**src/common/core_config.svh**
```systemverilog
`ifndef CORE_CONFIG_SVH
`define CORE_CONFIG_SVH

////////////////////////////////////////
// datapath
////////////////////////////////////////

`define CORE_DATA_WIDTH 32

// commit ring, depth is 2 ** tag width
`define CORE_TAG_WIDTH 3
`define CORE_RING_DEPTH 8

// cycles from acceptance to result bus
`define CORE_ALU_LATENCY 1
`define CORE_MUL_LATENCY 3

`endif

```
**src/common/core_pkg.sv**
```systemverilog
`include "core_config.svh"

package core_pkg;

	////////////////////////////////////////
	// words and tags
	////////////////////////////////////////

	// operand or result word
	typedef logic [`CORE_DATA_WIDTH-1:0] data_t;

	// commit ring slot index
	typedef logic [`CORE_TAG_WIDTH-1:0] tag_t;

	////////////////////////////////////////
	// operations
	////////////////////////////////////////

	// mov passes operand a through
	typedef enum logic [1:0] {
		OP_ADD = 2'b00,
		OP_SUB = 2'b01,
		OP_MOV = 2'b10,
		OP_MUL = 2'b11
	} op_t;

endpackage

```
**src/common/bus_pkg.sv**
```systemverilog
package bus_pkg;

	////////////////////////////////////////
	// result bus ownership
	////////////////////////////////////////

	// unit driving the bus in a given cycle
	typedef enum logic {
		SRC_ALU = 1'b0,
		SRC_MUL = 1'b1
	} source_t;

	// one stage of the reservation shift register
	typedef struct packed {
		logic valid;
		source_t source;
	} slot_t;

endpackage

```
**src/source/dispatch.sv**
```systemverilog
module dispatch (
	input logic issue_valid,
	input core_pkg::op_t issue_op,
	input core_pkg::data_t issue_a,
	input core_pkg::data_t issue_b,
	output logic issue_ready,
	input logic ring_full,
	input logic alu_grant,
	output logic alloc,
	output logic alu_start,
	output logic mul_start
);
	import core_pkg::*;

	logic is_mul;
	logic transfer;

	////////////////////////////////////////
	// acceptance
	////////////////////////////////////////

	assign is_mul = issue_op == OP_MUL;

	// a multiply reserves its own slot, alu ops need a free one
	assign issue_ready = !ring_full && (is_mul || alu_grant);

	assign transfer = issue_valid && issue_ready;

	////////////////////////////////////////
	// routing
	////////////////////////////////////////

	// tail slot of the ring is taken on every transfer
	assign alloc = transfer;

	assign alu_start = transfer && !is_mul;
	assign mul_start = transfer && is_mul;
endmodule

```
**src/source/alu_unit.sv**
```systemverilog
module alu_unit (
	input logic clk,
	input logic reset,
	input logic start,
	input core_pkg::op_t op,
	input core_pkg::data_t a,
	input core_pkg::data_t b,
	input core_pkg::tag_t tag,
	output logic result_valid,
	output core_pkg::tag_t result_tag,
	output core_pkg::data_t result
);
	import core_pkg::*;

	data_t value;

	// add, sub, mov; mul never arrives here
	always_comb begin
		case (op)
			OP_ADD: value = a + b;
			OP_SUB: value = a - b;
			default: value = a;
		endcase
	end

	// valid bit
	always_ff @(posedge clk) begin
		if (reset) begin
			result_valid <= 1'b0;
		end else begin
			result_valid <= start;
		end
	end

	// result and tag
	always_ff @(posedge clk) begin
		if (start) begin
			result <= value;
			result_tag <= tag;
		end
	end
endmodule

```
**src/source/mul_unit.sv**
```systemverilog
`include "core_config.svh"

module mul_unit (
	input logic clk,
	input logic start,
	input core_pkg::data_t a,
	input core_pkg::data_t b,
	input core_pkg::tag_t tag,
	output core_pkg::tag_t result_tag,
	output core_pkg::data_t result
);
	import core_pkg::*;

	localparam int LAST = `CORE_MUL_LATENCY - 1;

	data_t a_q;
	data_t b_q;
	data_t product_q;
	data_t result_q;
	tag_t tag_pipe [`CORE_MUL_LATENCY];

	////////////////////////////////////////
	// data pipeline
	////////////////////////////////////////

	// operand capture
	always_ff @(posedge clk) begin
		if (start) begin
			a_q <= a;
			b_q <= b;
		end
	end

	// low half of the product only
	always_ff @(posedge clk) begin
		product_q <= a_q * b_q;
		result_q <= product_q;
	end

	////////////////////////////////////////
	// tag pipeline
	////////////////////////////////////////

	always_ff @(posedge clk) begin
		if (start) begin
			tag_pipe[0] <= tag;
		end
		for (int i = 1; i < `CORE_MUL_LATENCY; i++) begin
			tag_pipe[i] <= tag_pipe[i-1];
		end
	end

	assign result = result_q;
	assign result_tag = tag_pipe[LAST];
endmodule

```
**src/result_bus/result_bus_arbiter.sv**
```systemverilog
`include "core_config.svh"

module result_bus_arbiter (
	input logic clk,
	input logic reset,
	input logic mul_start,
	input logic alu_valid,
	input core_pkg::tag_t alu_tag,
	input core_pkg::data_t alu_result,
	input core_pkg::tag_t mul_tag,
	input core_pkg::data_t mul_result,
	output logic alu_grant,
	output logic bus_valid,
	output core_pkg::tag_t bus_tag,
	output core_pkg::data_t bus_data
);
	import core_pkg::*;
	import bus_pkg::*;

	localparam int LAST = `CORE_MUL_LATENCY - 1;
	// stage that reaches the bus when a granted alu result does
	localparam int ALU_CHECK = LAST - `CORE_ALU_LATENCY;

	slot_t stage [`CORE_MUL_LATENCY];
	slot_t cur_slot;

	////////////////////////////////////////
	// reservations
	////////////////////////////////////////

	always_ff @(posedge clk) begin
		if (reset) begin
			for (int i = 0; i < `CORE_MUL_LATENCY; i++) begin
				stage[i] <= '0;
			end
		end else begin
			stage[0].valid <= mul_start;
			stage[0].source <= SRC_MUL;
			for (int i = 1; i < `CORE_MUL_LATENCY; i++) begin
				stage[i] <= stage[i-1];
			end
		end
	end

	assign alu_grant = !stage[ALU_CHECK].valid;

	////////////////////////////////////////
	// bus mux
	////////////////////////////////////////

	// reserved slot first, otherwise whatever the alu holds
	always_comb begin
		if (stage[LAST].valid) begin
			cur_slot = stage[LAST];
		end else begin
			cur_slot.valid = alu_valid;
			cur_slot.source = SRC_ALU;
		end
	end

	assign bus_valid = cur_slot.valid;
	assign bus_tag = cur_slot.source == SRC_MUL ? mul_tag : alu_tag;
	assign bus_data = cur_slot.source == SRC_MUL ? mul_result : alu_result;

	// the grant one cycle earlier must have kept these apart
	a_no_collision: assert property (
		@(posedge clk) disable iff (reset)
		alu_valid |-> !stage[LAST].valid
	) else $error("alu result collides with a multiply on the bus");
endmodule

```
**src/commit_ring/commit_ring.sv**
```systemverilog
`include "core_config.svh"

module commit_ring (
	input logic clk,
	input logic reset,
	input logic alloc,
	output core_pkg::tag_t alloc_tag,
	output logic ring_full,
	input logic bus_valid,
	input core_pkg::tag_t bus_tag,
	input core_pkg::data_t bus_data,
	output logic commit_valid,
	output core_pkg::tag_t commit_tag,
	output core_pkg::data_t commit_data,
	input logic commit_ready
);
	import core_pkg::*;

	data_t entry_data [`CORE_RING_DEPTH];
	logic [`CORE_RING_DEPTH-1:0] done;
	tag_t head;
	tag_t tail;
	logic [`CORE_TAG_WIDTH:0] count;
	logic release_head;

	////////////////////////////////////////
	// allocation side
	////////////////////////////////////////

	assign alloc_tag = tail;
	assign ring_full = count == `CORE_RING_DEPTH;

	////////////////////////////////////////
	// commit side
	////////////////////////////////////////

	// done is only ever set on allocated entries
	assign commit_valid = done[head];
	assign commit_tag = head;
	assign commit_data = entry_data[head];
	assign release_head = commit_valid && commit_ready;

	////////////////////////////////////////
	// pointers and flags
	////////////////////////////////////////

	always_ff @(posedge clk) begin
		if (reset) begin
			head <= '0;
			tail <= '0;
			count <= '0;
			done <= '0;
		end else begin
			if (alloc) begin
				tail <= tail + 1'b1;
			end
			if (release_head) begin
				head <= head + 1'b1;
			end
			case ({alloc, release_head})
				2'b10: count <= count + 1'b1;
				2'b01: count <= count - 1'b1;
				default: count <= count;
			endcase
			// bus writes an undone entry, release clears a done one
			if (bus_valid) begin
				done[bus_tag] <= 1'b1;
			end
			if (release_head) begin
				done[head] <= 1'b0;
			end
		end
	end

	// result storage
	always_ff @(posedge clk) begin
		if (bus_valid) begin
			entry_data[bus_tag] <= bus_data;
		end
	end

	////////////////////////////////////////
	// checks
	////////////////////////////////////////

	a_no_alloc_full: assert property (
		@(posedge clk) disable iff (reset)
		alloc |-> !ring_full
	) else $error("allocation into a full ring");

	// every result belongs to a live, unfinished entry
	a_bus_write_live: assert property (
		@(posedge clk) disable iff (reset)
		bus_valid |-> (tag_t'(bus_tag - head) < count) && !done[bus_tag]
	) else $error("bus write to a free or finished entry");
endmodule

```
**src/source/exec_core.sv**
```systemverilog
module exec_core (
	input logic clk,
	input logic reset,
	input logic issue_valid,
	input core_pkg::op_t issue_op,
	input core_pkg::data_t issue_a,
	input core_pkg::data_t issue_b,
	output logic issue_ready,
	output logic commit_valid,
	output core_pkg::tag_t commit_tag,
	output core_pkg::data_t commit_data,
	input logic commit_ready
);
	import core_pkg::*;

	// ring allocation
	logic alloc;
	tag_t alloc_tag;
	logic ring_full;

	// unit starts and bus grant
	logic alu_start;
	logic mul_start;
	logic alu_grant;

	// unit results
	logic alu_valid;
	tag_t alu_tag;
	data_t alu_result;
	tag_t mul_tag;
	data_t mul_result;

	// shared result bus
	logic bus_valid;
	tag_t bus_tag;
	data_t bus_data;

	dispatch i_dispatch (
		.issue_valid,
		.issue_op,
		.issue_a,
		.issue_b,
		.issue_ready,
		.ring_full,
		.alu_grant,
		.alloc,
		.alu_start,
		.mul_start
	);

	alu_unit i_alu_unit (
		.clk,
		.reset,
		.start(alu_start),
		.op(issue_op),
		.a(issue_a),
		.b(issue_b),
		.tag(alloc_tag),
		.result_valid(alu_valid),
		.result_tag(alu_tag),
		.result(alu_result)
	);

	mul_unit i_mul_unit (
		.clk,
		.start(mul_start),
		.a(issue_a),
		.b(issue_b),
		.tag(alloc_tag),
		.result_tag(mul_tag),
		.result(mul_result)
	);

	result_bus_arbiter i_result_bus_arbiter (
		.clk,
		.reset,
		.mul_start,
		.alu_valid,
		.alu_tag,
		.alu_result,
		.mul_tag,
		.mul_result,
		.alu_grant,
		.bus_valid,
		.bus_tag,
		.bus_data
	);

	commit_ring i_commit_ring (
		.clk,
		.reset,
		.alloc,
		.alloc_tag,
		.ring_full,
		.bus_valid,
		.bus_tag,
		.bus_data,
		.commit_valid,
		.commit_tag,
		.commit_data,
		.commit_ready
	);
endmodule

```
**config.mk**
```make
export PLATFORM = sky130hd
export DESIGN_NAME = exec_core
export DESIGN_NICKNAME = d
export VERILOG_FILES = /design/src/common/core_pkg.sv /design/src/common/bus_pkg.sv /design/src/source/dispatch.sv /design/src/source/alu_unit.sv /design/src/source/mul_unit.sv /design/src/result_bus/result_bus_arbiter.sv /design/src/commit_ring/commit_ring.sv /design/src/source/exec_core.sv
export VERILOG_INCLUDE_DIRS = /design/src /design/src/common
export SDC_FILE = /design/constraint.sdc
export NUM_CORES = 2
export LEC_CHECK = 0
export ABC_AREA = 0
export BUFFER_PORTS_ARGS = -buffer_cell sky130_fd_sc_hd__clkbuf_2
export CAP_MARGIN = 0
export CORE_AREA = 2 2 256 233
export DETAILED_ROUTE_END_ITERATION = 8
export DIE_AREA = 0 0 258 235
export PLACE_DENSITY = 0.78
export RECOVER_POWER = 50
export SETUP_SLACK_MARGIN = 0.1
export SLEW_MARGIN = 20
export SYNTH_ARGS = -nofsm -noshare
export SYNTH_HDL_FRONTEND = slang
export SYNTH_HIERARCHICAL = 1
export SYNTH_SLANG_ARGS = --single-unit
```
**constraint.sdc**
```tcl
create_clock -name clk -period 20 [get_ports clk]
set_input_delay 4 -clock clk [delete_from_list [all_inputs] [get_ports clk]]
set_output_delay 4 -clock clk [all_outputs]
set_load 0.05 [all_outputs]
```
==> results.json <==
{
  "critPathMostFrequentCell": "clkbuf_2",
  "syn_inst": 2833,
  "synth_area_leaders": "edfxtp_1, fa_1, and2_1",
  "path_cells": "clkbuf_2, buf_4, a21oi_1, nor2_1, clkbuf_2",
  "cpPeakStageDelay_ns": 0.48,
  "yosysWarnings": 6,
  "dr.pass1.iters": 6,
  "p_leak_nw": 15.0,
  "core_mm2": 0.0579,
  "reg2reg_from": "i_mul_unit/a_q[0]",
  "synth_top_area_share_pct": 31.2,
  "die_x_um": 258,
  "r2r-end": "i_mul_unit/product_q[28]",
  "cts_sinks": 456,
  "grt_overflow": 0,
  "layout-drive-gt1-share_pct": 11.7,
  "tightest_slew_ns": 2.82,
  "worstSetupPathType": "input port to primary output",
  "max_cap_violations": 8,
  "hold_ws_ns": 0.328,
  "drt_wl_total_um": 83400,
  "slowest_stage": "buf_4",
  "finalHoldViolCount": 0,
  "ys_seq_elements": 456,
  "final_cell_mix": "fa_1, inv_1, and2_1",
  "die_area_mm2": 0.0606,
  "fillers": 4282,
  "synth_nets": 3472,
  "ys_seq_area_share_pct": 36.9,
  "fin_setup_tns_ns": 0,
  "period_needed_ns": 9.23,
  "drt_iter0_markers": 1949,
  "synthDistinctLibCells": 85,
  "status": "finished with violations",
  "synth-main-ff-cell": "edfxtp_1",
  "viasPerCell": 5.83,
  "routabilityCongestion": 0.939,
  "ant_nets": 0,
  "grt_use_total_pct": 28.3,
  "holdPathEnd": "i_mul_unit/result[25]",
  "hold_start": "i_mul_unit/product_q[25]",
  "cts_made_buffers": 43,
  "dp_hpwl_um": 59100,
  "finalMaxSlewViolations": 248,
  "start_kind": "input port",
  "layout_commonest_cell": "fa_1",
  "hold_path.class": "flip-flop to flip-flop",
  "rsz0062_at_grt": "false",
  "cts_buffer_depth": 3,
  "clkTransAtPathRegs_ns": 0.06,
  "startpoint": "issue_op[1]",
  "reg2regPathDepth": 21,
  "rows": 84,
  "antenna_found_initial": 9,
  "crit_fanout": 72,
  "port-buffer-count": 106,
  "cp_num_buf_inv": 3,
  "skew_ns": 0.0219,
  "die_h_um": 235,
  "initial_core_util_pct": 59.5,
  "drc": 0,
  "synthArstFlopShare_pct": 0,
  "synth_edf_count": 358,
  "max_freq_mhz": 108,
  "area_growth_pct": 7.16,
  "hold_buffers": 0,
  "nNetsFinal": 3533,
  "r2r_slack_ns": 12.14,
  "vias": 21600,
  "grt_pass1_wl_um": 132000,
  "num_io_pins": 107,
  "avgSynthCellArea_um2": 12.2,
  "postCtsSetupRepairBufs": 0,
  "cts_resized": 0,
  "cts_max_level": 2,
  "grt_max_degree": 73,
  "power.density_mw_per_mm2": 158,
  "grt_pass1_vias": 23500,
  "violations": "max-capacitance violations, max-slew violations",
  "synth_top_area_cell": "edfxtp_1",
  "ir_worst_vdd_mv": 0.284,
  "slew_headroom_pct": -87.9,
  "cp.arrival_ns": 5.23,
  "postLayoutCoreUtil_pct": 63.7,
  "wl_per_cell_um": 22.5,
  "insertion_delay_ns": 0.57,
  "setup_violations": 0,
  "end_kind": "primary output",
  "netlist_area_mm2": 0.0344,
  "crit_family": "buffers and inverters",
  "clockRootBuffer": "clkbuf_16",
  "post-route-period-util_pct": 46.2,
  "cts_tree": "yes",
  "min_path_cells": 0,
  "worst_ep_required_time_ns": 16.00
}
==> flip-flops by register name, summed over array words and instances (netlist names), named ones only <==
name	flops
i_mul_unit/tag_pipe	9
i_commit_ring/commit_tag	3
i_mul_unit/b_q	32
i_alu_unit/result	32
i_mul_unit/result	32
i_commit_ring/entry_data	256
i_alu_unit/result_tag	3
i_commit_ring/alloc_tag	3
i_mul_unit/product_q	32
i_mul_unit/a_q	32
i_alu_unit/result_valid	1
i_commit_ring/count	4
i_result_bus_arbiter/stage	6
i_commit_ring/done	8
==> through the flow <==
step	instances	worst slack (ns)	power, mW	area [um2]
2_1_floorplan	2833	11.29	4.14	34400
3_3_place_gp	3622	10.73	4.90	35700
3_5_place_dp	3622	10.73	5.04	35700
4_1_cts	3702	10.74	5.87	37100
5_1_grt	3705	10.67	6.32	36900
6_report	3706	10.77	5.85	36900
==> cell families (layout without fill, tap and decap cells) <==
family          count (synthesis)  count (layout)  synth area share (%)
xor+xnor                      146             146                  3.77
fa+ha+maj                     569             569                  29.6
buf+inv                       504             600                  5.77
flops                         456             456                  36.9
mux                           145             145                  7.16
other cells                     0               3                     0
compound gates                232             232                  4.62
simple gates                  781             781                  12.2
==> how the worst max path moves through the flow <==
stage / end / slack, ns / cells after the start
global route: issue_ready / 10.67 / 5
floorplan: issue_ready / 11.29 / 2
global placement: issue_ready / 10.73 / 5
detailed placement: issue_ready / 10.73 / 5
finish: issue_ready / 10.77 / 5
CTS: issue_ready / 10.74 / 5
==> synthesized netlist by cell type (4+ instances only) <==
master and n:
nor4b_1 4, nand2b_1 17, nand3b_1 5, o31ai_1 4, dfxtp_1 98, edfxtp_1 358
or2_2 4, mux2_2 40, and3_1 6, buf_1 7, inv_1 376, nand2_1 235
mux2_4 32, clkbuf_1 103, a211oi_1 7, a21oi_1 71, buf_2 8, mux4_2 64
mux2_1 4, a31oi_1 6, o21ai_0 46, and2_1 368, nor3b_1 8, nor2b_1 18
a21o_1 26, xor2_1 42, xnor2_1 103, nor2_1 65, o211ai_1 7, mux2i_1 5
o21ai_1 8, nand3_1 11, fa_1 409, o21bai_1 6, o21a_1 7, a311oi_1 8
nor4_1 4, nor3_1 11, ha_1 160
==> worst reg2reg max path, stage by stage (launching register included) <==
cell and delay [ns]:
edfxtp_1 0.32, clkbuf_1 1.52, and2_1 0.33, fa_1 0.22, fa_1 0.42, ha_1 0.29, inv_1 0.05, fa_1 0.48
inv_1 0.05, ha_1 0.29, ha_1 0.32, fa_1 0.53, fa_1 0.42, ha_1 0.39, a21oi_2 0.22, o211ai_1 0.15
a211oi_4 0.35, o31ai_4 0.17, a2111oi_4 0.60, o31ai_4 0.19, nor4b_1 0.34, a211o_1 0.16
==> metal layers <==
layer,GRT usage [%],wire length [um],vias up
li1,-,-,9402
met1,40.3,34800,11100
met5,0,13,-
met4,7.57,2120,2
met3,4.95,7140,160
met2,45.5,39400,948
==> power by group <==
group,internal [mW],switching [mW]
combinational,1.70,2.13
sequential,1.18,0.0400
clock,0.430,0.362
total,3.31,2.54
==> area by class of cell <==
type / count / area [um2] / share of cell area (%)
Multi-Input combinational cell: 1873 / 19600 / 53.2
Tap cell: 774 / 968 / 2.62
Sequential cell: 456 / 12700 / 34.5
Clock buffer: 55 / 1160 / 3.15
Clock inverter: 25 / 188 / 0.509
Timing Repair Buffer: 144 / 813 / 2.20
Inverter: 376 / 1410 / 3.82
Antenna cell: 3 / 7.51 / 0.0203
No activity file was read; power rests on OpenSTA's default activity.
